$ cat src/hdl/cpuPkg.sv
package cpuPkg;

  localparam int xlen = 32;
  localparam int regAddrW = 5;
  localparam int imemDepth = 1024;
  localparam int dmemDepth = 1024;
  localparam int imemAw = $clog2(imemDepth);
  localparam int dmemAw = $clog2(dmemDepth);

  // opcode field values
  localparam logic [6:0] opLoad = 7'b0000011;
  localparam logic [6:0] opStore = 7'b0100011;
  localparam logic [6:0] opBranch = 7'b1100011;
  localparam logic [6:0] opAluReg = 7'b0110011;
  localparam logic [6:0] opAluImm = 7'b0010011;

  typedef enum logic [3:0] {
    aluAdd = 4'd0,
    aluSub = 4'd1,
    aluXor = 4'd2,
    aluOr  = 4'd3,
    aluAnd = 4'd4
  } aluOpT;

  typedef enum logic [1:0] {
    fwdNone = 2'd0,
    fwdWb   = 2'd1,
    fwdMem  = 2'd2
  } fwdSelT;

  typedef struct packed {
    logic  regWrite;
    logic  aluSrcImm; // b operand from imm
    logic  memWrite;
    logic  memToReg;
    logic  branch;
    aluOpT aluOp;
  } ctrlT;

  typedef struct packed {
    ctrlT                ctrl;
    logic [xlen-1:0]     rs1Data;
    logic [xlen-1:0]     rs2Data;
    logic [xlen-1:0]     imm;
    logic [xlen-1:0]     pc;
    logic [regAddrW-1:0] rs1;
    logic [regAddrW-1:0] rs2;
    logic [regAddrW-1:0] rd;
  } deRegT;

  typedef struct packed {
    logic                regWrite;
    logic                memWrite;
    logic                memToReg;
    logic [regAddrW-1:0] rd;
    logic [xlen-1:0]     aluResult;
    logic [xlen-1:0]     storeData;
  } emRegT;

  typedef struct packed {
    logic                regWrite;
    logic [regAddrW-1:0] rd;
    logic [xlen-1:0]     data;
  } wbBusT;

  typedef struct packed {
    logic                valid;
    logic [regAddrW-1:0] rd;
    logic [xlen-1:0]     data;
  } retireT;

  typedef struct packed {
    logic            valid;
    logic [xlen-1:0] addr; // word address
    logic [xlen-1:0] data;
  } storeT;

  typedef struct packed {
    logic            we;
    logic [xlen-1:0] addr;
    logic [xlen-1:0] data;
  } progT;

endpackage
$ cat src/hdl/executeStage.sv
`timescale 1ns/1ps

module executeStage (
  input  logic                    clk,
  input  logic                    rst,
  input  cpuPkg::deRegT           de,
  input  cpuPkg::wbBusT           wb,
  output cpuPkg::emRegT           em,
  output logic                    redirect,
  output logic [cpuPkg::xlen-1:0] target
);

  cpuPkg::fwdSelT fwdA;
  cpuPkg::fwdSelT fwdB;
  logic [cpuPkg::xlen-1:0] srcA;
  logic [cpuPkg::xlen-1:0] rs2Fwd;
  logic [cpuPkg::xlen-1:0] srcB;
  logic [cpuPkg::xlen-1:0] aluResult;
  logic                    aluZero;
  logic [1:0]              squashCnt; // younger slots left to kill
  logic                    squashNow;

  // memory stage wins over writeback, x0 never forwards
  function automatic cpuPkg::fwdSelT pickFwd(
    input logic [cpuPkg::regAddrW-1:0] src,
    input cpuPkg::emRegT               memSt,
    input cpuPkg::wbBusT               wbSt
  );
    if (memSt.regWrite && memSt.rd != '0 && memSt.rd == src) return cpuPkg::fwdMem;
    if (wbSt.regWrite && wbSt.rd != '0 && wbSt.rd == src) return cpuPkg::fwdWb;
    return cpuPkg::fwdNone;
  endfunction

  function automatic logic [cpuPkg::xlen-1:0] fwdMux(
    input cpuPkg::fwdSelT          sel,
    input logic [cpuPkg::xlen-1:0] regVal,
    input logic [cpuPkg::xlen-1:0] memVal,
    input logic [cpuPkg::xlen-1:0] wbVal
  );
    case (sel)
      cpuPkg::fwdMem: return memVal;
      cpuPkg::fwdWb:  return wbVal;
      default:        return regVal;
    endcase
  endfunction

  assign fwdA = pickFwd(de.rs1, em, wb);
  assign fwdB = pickFwd(de.rs2, em, wb);

  assign srcA   = fwdMux(fwdA, de.rs1Data, em.aluResult, wb.data);
  assign rs2Fwd = fwdMux(fwdB, de.rs2Data, em.aluResult, wb.data);
  assign srcB   = de.ctrl.aluSrcImm ? de.imm : rs2Fwd;

  aluUnit alu (
    .a      (srcA),
    .b      (srcB),
    .op     (de.ctrl.aluOp),
    .result (aluResult),
    .zero   (aluZero)
  );

  assign squashNow = (squashCnt != 2'd0);
  assign redirect  = de.ctrl.branch && aluZero && !squashNow; // squashed beq ignored
  assign target    = de.pc + de.imm;

  always_ff @(posedge clk or negedge rst) begin
    if (!rst) begin
      squashCnt <= 2'd0;
    end else if (redirect) begin
      squashCnt <= 2'd2;
    end else if (squashNow) begin
      squashCnt <= squashCnt - 2'd1;
    end
  end

  always_ff @(posedge clk or negedge rst) begin
    if (!rst) begin
      em <= '0;
    end else begin
      em.regWrite  <= de.ctrl.regWrite && !squashNow;
      em.memWrite  <= de.ctrl.memWrite && !squashNow;
      em.memToReg  <= de.ctrl.memToReg;
      em.rd        <= de.rd;
      em.aluResult <= aluResult;
      em.storeData <= rs2Fwd;
    end
  end

endmodule

$ cat src/hdl/aluUnit.sv
`timescale 1ns/1ps

module aluUnit (
  input  logic [cpuPkg::xlen-1:0] a,
  input  logic [cpuPkg::xlen-1:0] b,
  input  cpuPkg::aluOpT           op,
  output logic [cpuPkg::xlen-1:0] result,
  output logic                    zero
);

  logic [cpuPkg::xlen-1:0] sum;
  logic [cpuPkg::xlen-1:0] diff;

  assign sum  = a + b;
  assign diff = a - b;

  always_comb begin
    case (op)
      cpuPkg::aluAdd: result = sum;
      cpuPkg::aluSub: result = diff;
      cpuPkg::aluXor: result = a ^ b;
      cpuPkg::aluOr:  result = a | b;
      cpuPkg::aluAnd: result = a & b;
      default:        result = '0;
    endcase
  end

  // used by beq through the sub path
  assign zero = (result == '0);

endmodule

$ cat config.mk
export PLATFORM = sky130hd
export DESIGN_NAME = executeStage
export DESIGN_NICKNAME = d
export VERILOG_FILES = /design/src/hdl/cpuPkg.sv /design/src/hdl/executeStage.sv /design/src/hdl/aluUnit.sv
export SDC_FILE = /design/constraint.sdc
export NUM_CORES = 1
export LEC_CHECK = 0
export BUFFER_PORTS_ARGS = -buffer_cell sky130_fd_sc_hd__buf_2
export CORE_MARGIN = 5
export CORE_UTILIZATION = 49
export DETAILED_ROUTE_END_ITERATION = 8
export GPL_TIMING_DRIVEN = 0
export PLACE_DENSITY_LB_ADDON = 0.3
export SYNTH_ARGS = -nofsm -noshare
export SYNTH_HDL_FRONTEND = slang
export SYNTH_SLANG_ARGS = --single-unit
$ cat constraint.sdc
create_clock -name clk -period 6.3 [get_ports clk]
set_clock_uncertainty 0.2 [all_clocks]
set_input_delay 0.315 -clock clk [delete_from_list [all_inputs] [get_ports clk]]
set_output_delay 0.315 -clock clk [all_outputs]
set_load 0.01 [all_outputs]
* Word-level counts from Yosys, hierarchy flattened
Cells that the tools add are included.
Storage, ports and cells: bits in registers 74, input port bits 192, output and inout bits 105
Cells by class: equal/unequal tests 12, bitwise operators 3, $add $sub $neg 4, mux-type cells 20, reduce and logical (&&, ||, !) cells 17
Operators with widths (number):
- $pmux 32 s5 | 1
- $pmux 32 s2 | 2
- $add 32x32->32 | 2
- $and 32x32->32 | 1
- $logic_not 32->1 | 1
- $mux 32 | 1
- $or 32x32->32 | 1
- $sub 32x32->32 | 1
- $xor 32x32->32 | 1
- $eq 5x5->1 | 4
- $mux 2 | 10
- $logic_and 1x1->1 | 10
- $reduce_bool 5->1 | 2
- $eq 4x2->1 const B | 2
- $mux 1 | 6
- $eq 2x1->1 const B | 2
- $eq 2x2->1 const B | 2
- $eq 4x1->1 const B | 1
- $eq 4x3->1 const B | 1
- $logic_not 4->1 | 1
- $reduce_bool 2->1 | 2
- $sub 2x1->2 const B | 1
- $logic_not 1->1 | 1

* Logic depth before layout (Yosys ltp)
Gate-level depths: netlist of run 1.
depth in word-level cells 16, gate-level depth with buffers 31, gate-level depth less buffers 25

* Modules after synthesis
Synthesis of run 1 repeated with hierarchy kept, for this count alone.
Unflattened totals: cell total of the unflattened synthesis 1288, area total of the unflattened synthesis 10172.3 um^2
Modules (own cells, without submodules):
- executeStage | times used 1, cells each 599, sequential area each 1851.8 um^2, area an instance 5554.1 um^2
- aluUnit | times used 1, cells each 689, sequential area each 0.0 um^2, area an instance 4618.2 um^2

* Least setup slack after synthesis of run 1
Ideal clock, no wire load.
path kind register -> output, start point reg em[68] (netlist bit), end point out redirect, cell stages (with the launch flop) 30, data required time 5.785 ns, arrival 6.323 ns, setup slack -0.538 ns, cell sequence dfrtp_1 > or4_4 > o211ai_2 > or2_2 > buf_6 > buf_6 > buf_4 > buf_4 > clkbuf_1 > a31oi_1 > mux2i_1 > ha_1 > and4_1 > nand4b_1 > or3_1 > o21ai_1 > xnor2_1 > ha_1 > clkbuf_1 > and4_1 > and2_1 > a221o_1 > nand2_1 > o211ai_1 > nor3_1 > o31ai_1 > or4_1 > nor4_1 > nand4_1 > nor3_1
Between the ends: cells in the longest elaborated chain, start to end 13, elaborated cells on any way between the ends 26, those cells by class add/sub: 2; eq/ne: 6; mux: 8; bitwise: 3; reduce/logical: 7
Ends and longest elaborated chain:
- start: declaration | RTL line executeStage.sv:8 | output cpuPkg::emRegT em,
- $reduce_bool 5->1 | RTL line executeStage.sv:29 | if (memSt.regWrite && memSt.rd != '0 && memSt.rd == src) return cpuPkg::fwdMem;
- $logic_and 1x1->1 | RTL line executeStage.sv:29
- $logic_and 1x1->1 (*) | RTL line executeStage.sv:29
- $mux 1 (*) | RTL line executeStage.sv:29
- $mux 2 (*) | RTL line executeStage.sv:30 | if (wbSt.regWrite && wbSt.rd != '0 && wbSt.rd == src) return cpuPkg::fwdWb;
- $eq 2x1->1 or $eq 2x2->1 (tied branches) | RTL line executeStage.sv:40 | case (sel)
- $pmux 32 s2 (*) | RTL line executeStage.sv:40
- named net rs2Fwd, one bit | RTL line executeStage.sv:16 | logic [cpuPkg::xlen-1:0] rs2Fwd;
- $mux 32 (*) | RTL line executeStage.sv:52 | assign srcB = de.ctrl.aluSrcImm ? de.imm : rs2Fwd;
- $sub 32x32->32 or $add 32x32->32 (tied branches) | RTL line aluUnit.sv:15, aluUnit.sv:14
- $pmux 32 s5 (*) | RTL line aluUnit.sv:18 | case (op)
- named net alu.result, one bit | RTL line aluUnit.sv:7 | output logic [cpuPkg::xlen-1:0] result,
- $logic_not 32->1 (*) | RTL line aluUnit.sv:29 | assign zero = (result == '0);
- $logic_and 1x1->1 (*) (2 in series) | RTL line executeStage.sv:63 | assign redirect = de.ctrl.branch && aluZero && !squashNow;
- end: declaration | RTL line executeStage.sv:9 | output logic redirect,
The timed path passes the listed nets; every way through them passes the cells marked *.

* Final worst setup path of run 1
start point reg em[66] (netlist bit), end point out redirect
Between the ends: cells in the longest elaborated chain, start to end 13, elaborated cells on any way between the ends 26, those cells by class add/sub: 2; eq/ne: 6; mux: 8; bitwise: 3; reduce/logical: 7
Ends and longest elaborated chain:
- $reduce_bool 5->1 | RTL line executeStage.sv:29
- $logic_and 1x1->1 | RTL line executeStage.sv:29
- $logic_and 1x1->1 (*) | RTL line executeStage.sv:29
- $mux 1 (*) | RTL line executeStage.sv:29
- $mux 2 (*) | RTL line executeStage.sv:30
- $eq 2x1->1 or $eq 2x2->1 (tied branches) | RTL line executeStage.sv:40
- $pmux 32 s2 (*) | RTL line executeStage.sv:40
- named net rs2Fwd, one bit | RTL line executeStage.sv:16
- $mux 32 (*) | RTL line executeStage.sv:52
- $sub 32x32->32 (tied with other cells) | RTL line aluUnit.sv:15 | assign diff = a - b;
- $pmux 32 s5 (*) | RTL line aluUnit.sv:18
- $logic_not 32->1 (*) | RTL line aluUnit.sv:29
- $logic_and 1x1->1 (*) (2 in series) | RTL line executeStage.sv:63
Marks and branches as above.

==> results by group, run 1 <==
Run status
  – Run status: complete, but fails checks
  – Failing checks: negative setup slack

Layout
  – Layout area overhead: 34.5%
  – Share of cells above drive strength 1: 32.1%
  – Commonest non-fill, non-tap cell in the layout: buf_2
  – Nets@finish: 1992
  – Commonest cells after routing, fill and taps aside: buf_2 (295), ha_1 (114), nand2_1 (102)
  – Post-layout instance count excluding filler cells: 1948

GRT
  – Vias in the first global route: 11.7k
  – First-pass GRT wire length: 66600 um
  – Total track usage: 35.6%
  – Largest net degree at the start of global routing: 70
  – Initial antenna violation count: 3
  – Grt ovf: 0

Setup path
  – Crit path from: em[66]
  – Crit path capture: redirect
  – Setup crit end kind: primary output
  – Levels on crit path: 29
  – Worst EP required: 5.78 ns
  – Buf/Inv on CP: 6
  – R2r endpoint: squashCnt[1]
  – Crit-path max FO: 6
  – Worst r2r src: em[66]
  – CP max stage delay: 0.56 ns
  – CP max-delay cell: or4_4
  – Crit path max-delay family: simple AND/OR/NAND/NOR gates
  – Reg-to-reg slack, setup: -0.72 ns
  – Setup CP Type: register to primary output
  – Critical Path AT: 6.75 ns
  – Worst setup SP type: register
  – R2r worst-path depth: 31

Power and ir drop
  – Lkg Pwr: 0.00636 uW
  – Pwr dens: 177 mW/mm^2
  – Worst ir drop on vdd: 0.126 mV

Flow run
  – Max-Cap Viols: 0

Routing
  – Final wirelength: 44900 um
  – 1st-iter DRT viols: 1333
  – Initial DRT Pass Iterations: 6
  – Drt via density: 6.24
  – Vias: 12.2k
  – Drt wl/cell: 23.0 um
  – Residual DRC: 0
  – ANT nets after route: 0

Synth
  – Top-area cell type share of the netlist area: 18.2%
  – Sequential cell area fraction in the yosys report: 18.2%
  – Seq cells post-synth: 74
  – Post-Synth Adder-Cell Area: 16.3%
  – Post-Synth Simple-Gate Area: 18.1%
  – Post-synth top area cell: dfrtp_1
  – Post-synthesis xor/xnor area fraction: 8.58%
  – Largest family of logic cells by synthesized area: compound AO/OA/AOI/OAI gates
  – Mapped Area: 0.0102 sq mm
  – Ys flop type: dfrtp_1
  – Net count after synthesis: 1627
  – Post-synth EDFFs: 0
  – Asr flop ratio synth: 100%
  – Compound-gate portion of the synthesized area: 26.2%
  – Top cells by area, synth: dfrtp_1 (18%), ha_1 (16%), xnor2_1 (6.6%)
  – Library cells used by synthesis: 87
  – Synth warnings: 0
  – Mux cell area share after synthesis: 6.46%
  – Synthesized instance count: 1304
  – Syn Area/Cell: 7.79 sq um

Clocking
  – Clock transition at path regs: 0.07 ns
  – CTS Buf Count: 9
  – Clk sinks: 74
  – TritonCTS clock tree: done
  – CTS Root Cell: clkbuf_16
  – CTS Buffer Depth: 2
  – Insertion delay to the later sink of the worst-skew pair: 0.35 ns
  – H-tree Lvls: 3

Die
  – Top-Level Pins: 297
  – Die area: 0.0237 sq mm
  – Die Span Y: 154 um
  – CORE AREA: 0.0203 sq mm
  – Initial Util: 50.1%
  – Chip Width: 154 um
  – Rows: 52

Timing
  – Worst slew margin: 36.0%
  – Fmax: 138 MHz
  – Final Hold Viols: 0
  – Final Setup Violations: 3
  – Final Cycle Share: 115%
  – Tmin final: 7.26 ns
  – RSZ-0062 raised after global routing: yes
  – Final Max Tran Viols: 0
  – Final hold slack: 0.0458 ns
  – Final WS setup: -0.964 ns
  – Least-Margin Pin Slew: 0.960 ns

Placed design
  – Global placer's final weighted congestion: 1.01
  – # port buffers: 292
  – Placed cells: 1870
  – DP HPWL: 35900 um

Worst hold path
  – Hold WC Path Type: primary input to register
-- timing repair --
| action | CTS | global route |
|---|---|---|
| resized for setup | 136 | 57 |
| pin swaps | 41 | 24 |
| endpoints found under the hold margin | 81 | 0 |
| setup endpoints to repair | 13 | 6 |
| setup buffers | 36 | 22 |
| hold buffers | 8 | 0 |
-- worst min-delay path by stage --
stage | start | to | slack (ns) | cells after the start
finish | de[109] | em[30] | 0.05 | 3
global route | de[151] | em[71] | 0.04 | 2
CTS | de[109] | em[30] | 0.05 | 3
detailed placement | rst | em[68] | -0.06 | 1
global placement | de[4] | em[68] | 0.22 | 1
floorplan | rst | em[0] | -0.18 | 0
-- Yosys cell counts, drive strengths merged (32+ instances only) --
| cell type | instances |
|---|---|
| o21ai | 109 |
| clkbuf | 48 |
| nand2 | 106 |
| xnor2 | 76 |
| a31oi | 32 |
| mux2i | 64 |
| dfrtp | 74 |
| nand3 | 36 |
| inv | 91 |
| nor2 | 101 |
| a21oi | 96 |
| ha | 129 |
-- power breakdown --
part	internal, uW	switching [uW]	leakage, uW
logic	561	773	0.00531
registers	525	43.4	0.000918
clock network	281	232	0.000132
-- tightest hold or removal path, cell delays in order --
cell and delay, ns:
buf_2 0.10, nand2_1 0.05, a31oi_1 0.09
-- cell type report --
type                       instances  area (sq um)
clock inverter                     6          48.8
antenna                            4          10.0
tap                              270           338
inverter                          92           349
fill                            1732          6630
clock buffer                      10           239
timing repair buffer             362          2050
multi-input combinational       1076          8440
sequential                        74          1850
buffer                            54           333
-- per-stage QoR --
stage,setup TNS (ns),total power (uW),cell area (sq um),setup slack [ns],util (%)
after global routing,-2.73,2540,13700,-1.08,67.3
after CTS,-1.86,2310,13200,-0.886,65.2
after floorplan,-0.113,1290,10200,-0.113,-
after global placement,-11.73,1680,12000,-2.08,59.2
final,-2.35,2420,13700,-0.964,67.3
after detailed placement,-11.06,1700,12100,-2.07,59.6
-- kinds of logic (layout without fill, tap and decap cells) --
group | count (synthesis) | after routing
adder cells (fa/ha/maj) | 131 | 131
multiplexers | 64 | 64
buffers and inverters | 154 | 524
AO/OA/AOI/OAI | 404 | 404
flip-flops | 74 | 74
AND/OR/NAND/NOR | 379 | 379
XOR/XNOR | 98 | 98
other | 0 | 4
-- routing by layer --
layer	wire length (um)	global-route usage [%]	part of all wire (%)
met5	0	0	0
met4	2680	17.5	6.0
met3	5080	7.22	11
met2	20200	57.6	45
met1	17000	45.2	38
-- state kept, by name (all words and copies together) (netlist names) --
name	count
squashCnt	2
em	72
No activity file was read; power rests on OpenSTA's default activity.
==> run 2, diff against run 1 <==
==> constraint.sdc (replaced) <==
create_clock -name clk -period 6.5 [get_ports clk]
set_clock_uncertainty 0.2 [all_clocks]
set_input_delay 0.325 -clock clk [delete_from_list [all_inputs] [get_ports clk]]
set_output_delay 0.325 -clock clk [all_outputs]
set_load 0.01 [all_outputs]
==> run 2 against run 1 <==
Against the previous run: the run still ends with negative setup slack left; critical path type unchanged; clock power up 24%; setup slack improved by 0.21 ns; final cell count decreased by 0.67%; sequential power shrank 3%; count of clock-buffer cells in the layout stayed put; die area did not move; power is 0.53% higher; non-clock buffer count shrank 12; first-iteration DRC count rose by 3.2%; register-to-register slack improved by 0.31 ns; critical path depth increased by 2; combinational power decreased by 7%.
==> results by group, run 2 (synthesized netlist as in run 1, its figures left out) <==
Run status
  – Run status: complete, but fails checks (unchanged)
  – Failing checks: negative setup slack (unchanged)

Layout
  – Nets@finish: 1980 (was 1992)
  – Max reg flops: 72 (unchanged)
  – Fillers: 1759 (was 1732)
  – Share of cells above drive strength 1: 30.1% (was 32.1%)
  – Largest Register: em (unchanged)
  – Final Util: 66.4% (was 67.3%)
  – Post-layout instance count excluding filler cells: 1935 (was 1948)
  – Layout area overhead: 32.6% (was 34.5%)
  – Commonest cells after routing, fill and taps aside: buf_2 (297), ha_1 (117), nand2_1 (103) (was buf_2 (295), ha_1 (114), nand2_1 (102))
  – Commonest non-fill, non-tap cell in the layout: buf_2 (unchanged)
  – Biggest regs: em x72, squashCnt x2 (unchanged)

Power and ir drop
  – Switching share of power: 40.7% (was 43.4%)
  – Switch Pwr: 989 uW (was 1050 uW)
  – Worst ir drop on vdd: 0.117 mV (was 0.126 mV)
  – Lkg Pwr: 0.00632 uW (was 0.00636 uW)
  – Pwr dens: 180 mW/mm^2 (was 177 mW/mm^2)
  – Sequential power share: 22.7% (was 23.5%)
  – P_int: 1440 uW (was 1370 uW)
  – Clock Power Share: 26.2% (was 21.3%)
  – Comb power frac: 51.1% (was 55.2%)

Clocking
  – Insertion delay to the later sink of the worst-skew pair: 0.35 ns (about the same)
  – CTS Buf Count: 9 (unchanged)
  – Clk sinks: 74 (unchanged)
  – CTS Buffer Depth: 2 (unchanged)
  – Clock transition at path regs: 0.06 ns (was 0.07 ns)
  – TritonCTS clock tree: done (unchanged)
  – H-tree Lvls: 3 (unchanged)
  – CTS Root Cell: clkbuf_16 (unchanged)

Timing
  – Tmin final: 7.25 ns
  – Worst slew margin: 37.8% (was 36.0%)
  – Final Setup Violations: 3 (unchanged)
  – RSZ-0062 raised after global routing: yes (unchanged)
  – Final Cycle Share: 112%
  – Final Hold Viols: 0 (unchanged)
  – Final Max Tran Viols: 0 (unchanged)
  – Final WS setup: -0.754 ns (was -0.964 ns)
  – Fmax: 138 MHz
  – Least-Margin Pin Slew: 0.933 ns (was 0.960 ns)

Die
  – Chip Width: 154 um (unchanged)
  – CORE AREA: 0.0203 sq mm (unchanged)
  – Initial Util: 50.1% (unchanged)
  – Die area: 0.0237 sq mm (unchanged)
  – Rows: 52 (unchanged)
  – Die Span Y: 154 um (unchanged)
  – Top-Level Pins: 297 (unchanged)

Setup path
  – Setup crit end kind: primary output (unchanged)
  – CP max-delay cell: or4_4 (unchanged)
  – CP max stage delay: 0.57 ns (was 0.56 ns)
  – Setup CP Type: register to primary output (unchanged)
  – Crit-path max FO: 6 (unchanged)
  – Worst EP required: 5.97 ns (was 5.78 ns)
  – Worst setup SP type: register (unchanged)
  – Critical Path AT: 6.73 ns (was 6.75 ns)

Flow run
  – Max-Cap Viols: 0 (unchanged)

Routing
  – Vias: 12.0k (was 12.2k)
  – Drt wl/cell: 23.1 um (was 23.0 um)
  – Initial DRT Pass Iterations: 7 (was 6)
  – Residual DRC: 0 (unchanged)
  – Drt via density: 6.22 (was 6.24)
  – 1st-iter DRT viols: 1376 (was 1333)
  – Final wirelength: 44700 um (was 44900 um)
  – ANT nets after route: 0 (unchanged)

GRT
  – Largest net degree at the start of global routing: 65 (was 70)
  – Initial antenna violation count: 4 (was 3)
  – Total track usage: 35.7% (was 35.6%)
  – First-pass GRT wire length: 66700 um (was 66600 um)
  – Vias in the first global route: 11.4k (was 11.7k)
  – Grt ovf: 0 (unchanged)

Worst hold path
  – Hold WC Path Type: primary input to register (unchanged)

Placed design
  – # port buffers: 292 (unchanged)
  – Placed cells: 1870 (unchanged)
  – Global placer's final weighted congestion: 1.00 (was 1.01)
  – DP HPWL: 36000 um (was 35900 um)
run 2: cell count changes in the layout (fill, tap and decap cells not counted), moves of 3 or more:
| cell | delta |
|---|---|
| o21ai_2 | -3 |
| clkbuf_1 | +3 |
| bufinv_16 | +4 |
| clkinvlp_4 | -4 |
| o21ai_0 | +3 |
| buf_4 | -12 |
| ha_1 | +3 |
run 2: stage by stage:
| stage | setup WS, ns | total power [uW] | instance area (sq um) | hold slack [ns] | setup TNS [ns] |
|---|---|---|---|---|---|
| detailed placement | -1.95 | 1650 | 12100 | -0.0206 | -10.22 |
| finish | -0.754 | 2430 | 13500 | 0.0508 | -1.53 |
| CTS | -0.699 | 2340 | 13100 | 0.0441 | -1.30 |
| global route | -0.991 | 2550 | 13500 | 0.0639 | -2.20 |
| floorplan | 0.00410 | 1250 | 10200 | -0.171 | 0 |
| global placement | -1.99 | 1630 | 12000 | 0.233 | -11.09 |
run 2: path summary, 6_finish.rpt:
check / from / to / slack (ns) / cells after the start
min in group asynchronous: rst / em[64] / 0.16 / 2
max in group asynchronous: rst / em[61] / 5.35 / 3
setup / recovery: em[66] / redirect / -0.75 / 31
hold / removal: de[109] / em[30] / 0.05 / 3
setup reg to reg: em[66] / squashCnt[1] / -0.41 / 33
hold reg to reg: squashCnt[0] / squashCnt[0] / 0.27 / 1
run 2: cell type report:
class / instances / area, sq um / share of cell area (%)
multi-input cells: 1076 / 8280 / 61.4
well taps: 270 / 338 / 2.51
diodes: 3 / 7.51 / 0.0557
inverters: 92 / 345 / 2.56
clock inverters: 6 / 138 / 1.02
clock buffers: 10 / 229 / 1.70
repair buffers: 350 / 1960 / 14.6
plain buffers: 54 / 325 / 2.41
flip-flops and latches: 74 / 1850 / 13.7
run 2: repair_timing:
action	4_1_cts	5_1_grt
setup buffers	29	16
endpoints found under the setup margin	11	5
resized for setup	84	66
hold endpoints to repair	82	0
pin swaps	24	41
hold buffers	9	0
run 2: critical path: cells and delay by family, from the launching register on:
| kind | cells | cell delay, ns |
|---|---|---|
| and+or+nand+nor | 14 | 3.29 |
| buffers and inverters | 8 | 1.08 |
| AOI/OAI and AO/OA | 5 | 0.75 |
| adders and majority gates | 2 | 0.53 |
| DFF | 1 | 0.38 |
| muxes | 1 | 0.22 |
| xor gates and xnor gates | 1 | 0.14 |
run 2: layer usage:
layer  vias up  track usage (%)  routed length [um]
li1       5448                -                   -
met1      5627             47.0               17400
met2       801             57.1               20300
met3       156             7.03                4950
met4         2             15.3                2120
met5         -                0                  11
run 2: power by group through the flow:
stage	clock, uW	sequential, uW	combinational, uW
final	637	551	1240
after global routing	657	555	1340
after CTS	637	548	1160
after detailed placement	0	557	1090
after global placement	0	558	1070
after floorplan	0	564	688
